--- config.mk ---
export PLATFORM = sky130hd
export DESIGN_NAME = rv_exec_core
export DESIGN_NICKNAME = d
export VERILOG_FILES = /design/src/source/rv_exec_pkg.sv /design/src/source/inst_decoder.sv /design/src/source/op_fifo.sv /design/src/source/exec_unit.sv /design/src/source/rv_exec_core.sv
export SDC_FILE = /design/constraint.sdc
export NUM_CORES = 2
export LEC_CHECK = 0
export ABC_CLOCK_PERIOD_IN_PS = 8800
export BUFFER_PORTS_ARGS = -buffer_cell sky130_fd_sc_hd__buf_2
export CORE_MARGIN = 1.5
export CORE_UTILIZATION = 48
export DETAILED_ROUTE_END_ITERATION = 6
export GPL_ROUTABILITY_DRIVEN = 1
export PLACE_DENSITY = 0.75
export RECOVER_POWER = 100
export SKIP_CTS_REPAIR_TIMING = 1
export SYNTH_ARGS = -nofsm -noshare
export SYNTH_HDL_FRONTEND = slang
export SYNTH_HIERARCHICAL = 1
export SYNTH_SLANG_ARGS = --single-unit
--- constraint.sdc ---
create_clock -name clk -period 8.8 [get_ports clk]
set_input_delay 1.32 -clock clk [delete_from_list [all_inputs] [get_ports clk]]
set_output_delay 1.32 -clock clk [all_outputs]
set_load 0.1 [all_outputs]
--- src/source/rv_exec_pkg.sv ---
package rv_exec_pkg;

   localparam int XLEN   = 32;
   localparam int REG_AW = 5;

   // Opcodes kept from the full RV32I set
   localparam logic [6:0] OPC_R   = 7'b0110011;
   localparam logic [6:0] OPC_I   = 7'b0010011;
   localparam logic [6:0] OPC_LUI = 7'b0110111;

   // funct3 for R and I arithmetic
   localparam logic [2:0] F3_ADD  = 3'b000;
   localparam logic [2:0] F3_SLL  = 3'b001;
   localparam logic [2:0] F3_SLT  = 3'b010;
   localparam logic [2:0] F3_SLTU = 3'b011;
   localparam logic [2:0] F3_XOR  = 3'b100;
   localparam logic [2:0] F3_SRX  = 3'b101;
   localparam logic [2:0] F3_OR   = 3'b110;
   localparam logic [2:0] F3_AND  = 3'b111;

   // ALU select, same codes as the CPU's alu_sel
   typedef enum logic [3:0] {
      ALU_ADD    = 4'b0000,
      ALU_SLL    = 4'b0001,
      ALU_SLT    = 4'b0010,
      ALU_SLTU   = 4'b0011,
      ALU_XOR    = 4'b0100,
      ALU_SRL    = 4'b0101,
      ALU_OR     = 4'b0110,
      ALU_AND    = 4'b0111,
      ALU_SUB    = 4'b1100,
      ALU_SRA    = 4'b1101,
      ALU_PASS_B = 4'b1111
   } alu_op_e;

   typedef struct packed {
      logic [6:0]        funct7;
      logic [REG_AW-1:0] rs2;
      logic [REG_AW-1:0] rs1;
      logic [2:0]        funct3;
      logic [REG_AW-1:0] rd;
      logic [6:0]        opcode;
   } inst_r_t;

   typedef struct packed {
      logic [11:0]       imm12;
      logic [REG_AW-1:0] rs1;
      logic [2:0]        funct3;
      logic [REG_AW-1:0] rd;
      logic [6:0]        opcode;
   } inst_i_t;

   // One instruction word, two field layouts
   typedef union packed {
      inst_r_t r;
      inst_i_t i;
   } inst_u;

   typedef struct packed {
      alu_op_e           alu_op;
      logic [REG_AW-1:0] rs1;
      logic [REG_AW-1:0] rs2;
      logic [REG_AW-1:0] rd;
      logic              use_imm;
      logic [XLEN-1:0]   imm;
      logic              illegal;
   } dec_op_t;

   typedef struct packed {
      logic [REG_AW-1:0] rd;
      logic [XLEN-1:0]   value;
      logic              illegal;
   } result_t;

endpackage

--- src/source/inst_decoder.sv ---
`timescale 1ns/1ps

module inst_decoder import rv_exec_pkg::*; (
   input  logic    clk,
   input  logic    arst_n,
   input  logic    inst_valid,
   input  inst_u   inst,
   output logic    inst_ready,
   output logic    dec_valid,
   output dec_op_t dec_op,
   input  logic    dec_ready
);

   dec_op_t dec_next;
   logic    accept;

   // Output register free or draining this cycle
   assign inst_ready = !dec_valid || dec_ready;
   assign accept     = inst_valid && inst_ready;

   always_comb begin
      dec_next = '0;
      case (inst.r.opcode)
         OPC_R: begin
            dec_next.rs1 = inst.r.rs1;
            dec_next.rs2 = inst.r.rs2;
            dec_next.rd  = inst.r.rd;
            case (inst.r.funct3)
               F3_ADD:  dec_next.alu_op = inst.r.funct7[5] ? ALU_SUB : ALU_ADD;
               F3_SLL:  dec_next.alu_op = ALU_SLL;
               F3_SLT:  dec_next.alu_op = ALU_SLT;
               F3_SLTU: dec_next.alu_op = ALU_SLTU;
               F3_XOR:  dec_next.alu_op = ALU_XOR;
               F3_SRX:  dec_next.alu_op = inst.r.funct7[5] ? ALU_SRA : ALU_SRL;
               F3_OR:   dec_next.alu_op = ALU_OR;
               default: dec_next.alu_op = ALU_AND;
            endcase
         end
         OPC_I: begin
            dec_next.rs1     = inst.i.rs1;
            dec_next.rd      = inst.i.rd;
            dec_next.use_imm = 1'b1;
            dec_next.imm     = {{(XLEN-12){inst.i.imm12[11]}}, inst.i.imm12};
            case (inst.i.funct3)
               F3_ADD:  dec_next.alu_op = ALU_ADD;
               F3_SLT:  dec_next.alu_op = ALU_SLT;
               F3_SLTU: dec_next.alu_op = ALU_SLTU;
               F3_XOR:  dec_next.alu_op = ALU_XOR;
               F3_OR:   dec_next.alu_op = ALU_OR;
               F3_AND:  dec_next.alu_op = ALU_AND;
               F3_SLL: begin
                  dec_next.alu_op = ALU_SLL;
                  dec_next.imm    = {{(XLEN-5){1'b0}}, inst.i.imm12[4:0]};
               end
               default: begin
                  // srli / srai, funct7 bit 5 sits at imm12[10]
                  dec_next.alu_op = inst.i.imm12[10] ? ALU_SRA : ALU_SRL;
                  dec_next.imm    = {{(XLEN-5){1'b0}}, inst.i.imm12[4:0]};
               end
            endcase
         end
         OPC_LUI: begin
            // rs1 stays zero, value comes through pass-B
            dec_next.rd      = inst.i.rd;
            dec_next.use_imm = 1'b1;
            dec_next.alu_op  = ALU_PASS_B;
            dec_next.imm     = {inst.i.imm12, inst.i.rs1, inst.i.funct3, 12'b0};
         end
         default: begin
            dec_next.illegal = 1'b1;
         end
      endcase
   end

   always_ff @(posedge clk or negedge arst_n) begin
      if (!arst_n) begin
         dec_valid <= 1'b0;
      end else if (inst_ready) begin
         dec_valid <= inst_valid;
      end
   end

   always_ff @(posedge clk) begin
      if (accept) begin
         dec_op <= dec_next;
      end
   end

   a_dec_hold: assert property (@(posedge clk) disable iff (!arst_n)
      dec_valid && !dec_ready |=> dec_valid && $stable(dec_op));

endmodule

--- src/source/op_fifo.sv ---
`timescale 1ns/1ps

module op_fifo import rv_exec_pkg::*; #(
   parameter int DEPTH = 4
) (
   input  logic    clk,
   input  logic    arst_n,
   input  logic    in_valid,
   output logic    in_ready,
   input  dec_op_t in_op,
   output logic    out_valid,
   input  logic    out_ready,
   output dec_op_t out_op
);

   localparam int AW = $clog2(DEPTH);
   localparam logic [AW:0] FULL_CNT = (AW+1)'(DEPTH);

   if (DEPTH < 2 || (DEPTH & (DEPTH - 1)) != 0) begin : g_depth_check
      $error("op_fifo DEPTH must be a power of two, 2 or more");
   end

   dec_op_t       mem [DEPTH];
   logic [AW-1:0] wr_ptr;
   logic [AW-1:0] rd_ptr;
   logic [AW:0]   count;
   logic          push;
   logic          pop;

   // A pop in the same cycle frees the slot for a push
   assign in_ready  = (count != FULL_CNT) || out_ready;
   assign out_valid = (count != '0);
   assign out_op    = mem[rd_ptr];

   assign push = in_valid && in_ready;
   assign pop  = out_valid && out_ready;

   always_ff @(posedge clk or negedge arst_n) begin
      if (!arst_n) begin
         wr_ptr <= '0;
         rd_ptr <= '0;
         count  <= '0;
      end else begin
         if (push) wr_ptr <= wr_ptr + 1'b1;
         if (pop) rd_ptr <= rd_ptr + 1'b1;
         case ({push, pop})
            2'b10:   count <= count + 1'b1;
            2'b01:   count <= count - 1'b1;
            default: count <= count;
         endcase
      end
   end

   always_ff @(posedge clk) begin
      if (push) begin
         mem[wr_ptr] <= in_op;
      end
   end

   a_count_max: assert property (@(posedge clk) disable iff (!arst_n)
      count <= FULL_CNT);

   // Pointers must also show a stored entry at every pop
   a_no_underflow: assert property (@(posedge clk) disable iff (!arst_n)
      pop |-> (rd_ptr != wr_ptr) || (count == FULL_CNT));

endmodule

--- src/source/exec_unit.sv ---
`timescale 1ns/1ps

module exec_unit import rv_exec_pkg::*; (
   input  logic    clk,
   input  logic    arst_n,
   input  logic    op_valid,
   output logic    op_ready,
   input  dec_op_t op,
   output logic    res_valid,
   input  logic    res_ready,
   output result_t res
);

   logic [XLEN-1:0] rf [2**REG_AW];
   logic [XLEN-1:0] a;
   logic [XLEN-1:0] rs2_val;
   logic [XLEN-1:0] b;
   logic [4:0]      shamt;
   logic [XLEN-1:0] alu_out;
   logic            accept;
   logic            wr_en;

   // Result register empty or being taken
   assign op_ready = !res_valid || res_ready;
   assign accept   = op_valid && op_ready;
   assign wr_en    = accept && !op.illegal && (op.rd != '0);

   // Operand fetch and B select
   assign a       = rf[op.rs1];
   assign rs2_val = rf[op.rs2];
   assign b       = op.use_imm ? op.imm : rs2_val;
   assign shamt   = b[4:0];

   always_comb begin
      case (op.alu_op)
         ALU_ADD:    alu_out = a + b;
         ALU_SUB:    alu_out = a - b;
         ALU_SLL:    alu_out = a << shamt;
         ALU_SLT:    alu_out = {{(XLEN-1){1'b0}}, $signed(a) < $signed(b)};
         ALU_SLTU:   alu_out = {{(XLEN-1){1'b0}}, a < b};
         ALU_XOR:    alu_out = a ^ b;
         ALU_SRL:    alu_out = a >> shamt;
         ALU_SRA:    alu_out = $unsigned($signed(a) >>> shamt);
         ALU_OR:     alu_out = a | b;
         ALU_AND:    alu_out = a & b;
         ALU_PASS_B: alu_out = b;
         default:    alu_out = '0;
      endcase
   end

   // Writeback shares the edge that loads the result
   always_ff @(posedge clk or negedge arst_n) begin
      if (!arst_n) begin
         res_valid <= 1'b0;
         for (int i = 0; i < 2**REG_AW; i++) begin
            rf[i] <= '0;
         end
      end else begin
         if (accept) begin
            res_valid <= 1'b1;
         end else if (res_ready) begin
            res_valid <= 1'b0;
         end
         if (wr_en) begin
            rf[op.rd] <= alu_out;
         end
      end
   end

   always_ff @(posedge clk) begin
      if (accept) begin
         res.rd      <= op.rd;
         res.value   <= op.illegal ? '0 : alu_out;
         res.illegal <= op.illegal;
      end
   end

   // x0 is hardwired, whatever rd the decoder sends
   a_x0_zero: assert property (@(posedge clk) disable iff (!arst_n)
      rf[0] == '0);

   a_res_hold: assert property (@(posedge clk) disable iff (!arst_n)
      res_valid && !res_ready |=> res_valid && $stable(res));

endmodule

--- src/source/rv_exec_core.sv ---
`timescale 1ns/1ps

module rv_exec_core import rv_exec_pkg::*; #(
   parameter int FIFO_DEPTH = 4
) (
   input  logic        clk,
   input  logic        arst_n,
   input  logic        inst_valid,
   output logic        inst_ready,
   input  logic [31:0] inst,
   output logic        res_valid,
   input  logic        res_ready,
   output result_t     res
);

   // Decoder to FIFO
   logic    dec_valid;
   logic    dec_ready;
   dec_op_t dec_op;

   // FIFO to execute
   logic    fifo_valid;
   logic    fifo_ready;
   dec_op_t fifo_op;

   inst_decoder u_inst_decoder (
      .clk        (clk),
      .arst_n     (arst_n),
      .inst_valid (inst_valid),
      .inst       (inst),
      .inst_ready (inst_ready),
      .dec_valid  (dec_valid),
      .dec_op     (dec_op),
      .dec_ready  (dec_ready)
   );

   op_fifo #(
      .DEPTH (FIFO_DEPTH)
   ) u_op_fifo (
      .clk       (clk),
      .arst_n    (arst_n),
      .in_valid  (dec_valid),
      .in_ready  (dec_ready),
      .in_op     (dec_op),
      .out_valid (fifo_valid),
      .out_ready (fifo_ready),
      .out_op    (fifo_op)
   );

   exec_unit u_exec_unit (
      .clk       (clk),
      .arst_n    (arst_n),
      .op_valid  (fifo_valid),
      .op_ready  (fifo_ready),
      .op        (fifo_op),
      .res_valid (res_valid),
      .res_ready (res_ready),
      .res       (res)
   );

endmodule

==> flow_summary_export.csv <==
group,metric,value,unit
critical_path,timing.critical_path.max_delay_family,"buffers and inverters",
sta,timing.hold.ws,405,ps
clock_tree,ctsHtreeMaxLevel,4,
yosys,synthArstFlopShare,0.773,
sta,final_setup_viols,0,
clock_tree,cts_buffers,140,
yosys,syn_area,74500,um2
yosys,syn-num-nets,7221,
critical_path,timing.setup.critical_path_class,"reg2reg",
finish,post_route_cells_drive_above_1_share,0.152,
yosys,yosysMostFrequentCell,"dfrtp_1",
routing,num_vias,63000,
yosys,synth-main-ff-cell,"dfrtp_1",
critical_path,worst_ep_required,9410,ps
clock_tree,root_buffer_cell,"clkbuf_16",
floorplanning,fp-row-count,144,
outcome,outcome,"complete, but fails checks",
floorplanning,die_h,397,um
critical_path,worst-endpoint-arrival,9260,ps
sta,finClkSkew,58.8,ps
sta,setup_total_negative_slack,0,ps
floorplanning,initial_core_util,0.483,
critical_path,crit_buf_inv,5,
critical_path,type_of_element_launching_the_critical_path,"flip-flop",
sta,worstMarginPinSlew,6150,ps
yosys,yosys.area.top_type_share,0.347,
sta,setup_repair_after_global_routing_missed_its_margin,"false",
global_routing,track_usage,0.365,
yosys,synth_warnings,6,
critical_path,cp_cell_sequence,"mux4_4, nor2b_1, buf_4, a22oi_1, nand2_1, o22ai_1, o31a_2, inv_2, buf_2, clkbuf_2, nand2_1, nor3_1, a211o_1, o21ai_0, o2bb2ai_1, clkbuf_2, o21ai_0",
routing,initialDrtViolationCount,9190,
yosys,synth_common_cells,"dfrtp_1 (1033), nand2_1 (809), o21ai_0 (681)",
critical_path,crit_path_top_delay_cell,"mux4_4",
routing,drt_first_pass_iters,6,
routing,drt.antenna.violating_nets,0,
job,max-cap-violations,12,
placed_design,port_buffers,75,
global_routing,grt_max_degree,190,
global_routing,via_count_of_the_first_global_routing_pass,60600,
yosys,netlist_instances,7076,
global_routing,number_of_antenna_violations_at_the_first_check_in_global_routing,7,
clock_tree,insertion_delay,810,ps
placed_design,gp_routability_congestion,1.02,
yosys,synthesis.area_per_instance,10.5,um2
sta,slew_headroom,-3.10,
critical_path,crit_path_max_fanout,48,
floorplanning,num_io_pins,76,
clock_tree,clk_transition_reported_paths,60,ps
routing,routed_wire_length_per_instance,31.8,um
routing,vias_cell,6.91,
sta,timing.fmax,0.116,GHz
yosys,synth.yosys.seq_area_share,0.469,
routing,drt_wl_total,290000,um
yosys,synth_area_leader_cell,"dfrtp_1",
sta,finalCritPeriodShare,0.983,
floorplanning,floorplan.die.width,397,um
global_routing,grt_pass1_wl,420000,um
worst_hold_path,hold_path_class,"reg2reg",
floorplanning,fp.coreArea,154000,um2
yosys,netlist_top_cells_area,"dfrtp_1 (35%), edfxtp_1 (12%), mux4_2 (11%), mux2i_1 (8.5%), o21ai_0 (4.6%)",
yosys,postSynthRegisterBits,1336,
sta,final-hold-violation-count,0,
routing,drcViolationCount,0,
global_routing,global_route.overflow_total,0,
critical_path,critical-path-max-stage-delay,1080,ps
finish,areaGrowthSynthToFinish,10.3,%
clock_tree,clock_tree_from_tritoncts,"done",
yosys,synthDistinctLibCells,106,
finish,final_nets,7086,
clock_tree,clockBufferDepth,3,
critical_path,critPathCaptureType,"flip-flop",
sta,finalMaxSlewViolations,638,
clock_tree,clkSinkCount,1336,
outcome,failed_checks,"capacitance limit, slew limit",
floorplanning,die_area,158000,um2
yosys,number_of_enable_flip_flop_cells_after_synthesis,303,
sta,finalWorstPathRequiredPeriod,8650,ps
placed_design,hpwlAfterDp,191000,um
## layer usage
metal  routed length [um]  vias to the layer above  global-route usage
li1                     -                    25800                   -
met1               108000                    31300               0.486
met2               120000                     4770               0.507
met3                37600                     1176               0.112
met4                24500                        4               0.253
met5                   23                        -                   0
## final cells by class
cell class / count / area, um2
Multi-Input combinational cell: 4971 / 36500
Sequential cell: 1336 / 35000
Clock buffer: 188 / 3980
Timing Repair Buffer: 376 / 2820
Inverter: 116 / 435
Antenna cell: 13 / 32.5
Fill cell: 13000 / 71900
Clock inverter: 73 / 932
Tap cell: 2044 / 2560
## flip-flops by register name, indices dropped and copies added (netlist names)
signal / count
u_inst_decoder/dec_valid: 1
u_exec_unit/res_valid: 1
u_exec_unit/res: 38
u_op_fifo/wr_ptr: 2
u_op_fifo/mem: 212
u_exec_unit/rf: 1024
u_op_fifo/rd_ptr: 2
u_inst_decoder/dec_op: 53
u_op_fifo/count: 3
## final timing paths
check	startpoint	end	slack [ps]	cells after the start
worst max-delay path	u_op_fifo/rd_ptr[0]	u_exec_unit/rf[514]	150	17
worst min-delay path	u_exec_unit/rf[993]	u_exec_unit/rf[993]	400	0
worst max register to register	u_op_fifo/rd_ptr[0]	u_exec_unit/rf[514]	150	17
worst min register to register	u_exec_unit/rf[993]	u_exec_unit/rf[993]	400	0
max in group asynchronous	arst_n	u_exec_unit/rf[932]	1440	3
min in group asynchronous	arst_n	u_exec_unit/rf[248]	2810	1
## through the flow
stage,instances,setup slack (ps),utilization,area [um2]
floorplan,7076,1040,-,74500
global placement,8843,734,0.504,77700
detailed placement,8843,670,0.504,77700
CTS,9104,625,0.536,82600
global route,9105,20.7,0.533,82100
finish,9117,149,0.533,82200
## layout by cell type, fill, tap and decap left out, types with 31 or more instances in the layout
cell type	count
a211oi_1	73
a21oi_1	547
a22oi_1	206
buf_2	35
buf_4	223
clkbuf_1	83
clkbuf_16	143
clkinv_2	31
dfrtp_1	1031
edfxtp_1	303
ha_1	106
inv_1	109
mux2_2	55
mux2i_1	635
mux4_2	347
nand2_1	790
nand3_1	116
nor2_1	586
nor2b_1	32
nor3_1	52
o21ai_0	691
o22ai_1	126
## logic make-up after synthesis
logic type | after synthesis | synth area share
mux | 1047 | 0.201
buf+inv | 769 | 0.0444
compound gates | 1969 | 0.159
xor+xnor | 19 | 0.00234
flops | 1336 | 0.469
fa+ha+maj | 109 | 0.0186
simple gates | 1827 | 0.105
Power is left out: the tool's default activity adds up to more than one toggle a clock period on the data nets, which glitch-free logic cannot reach.
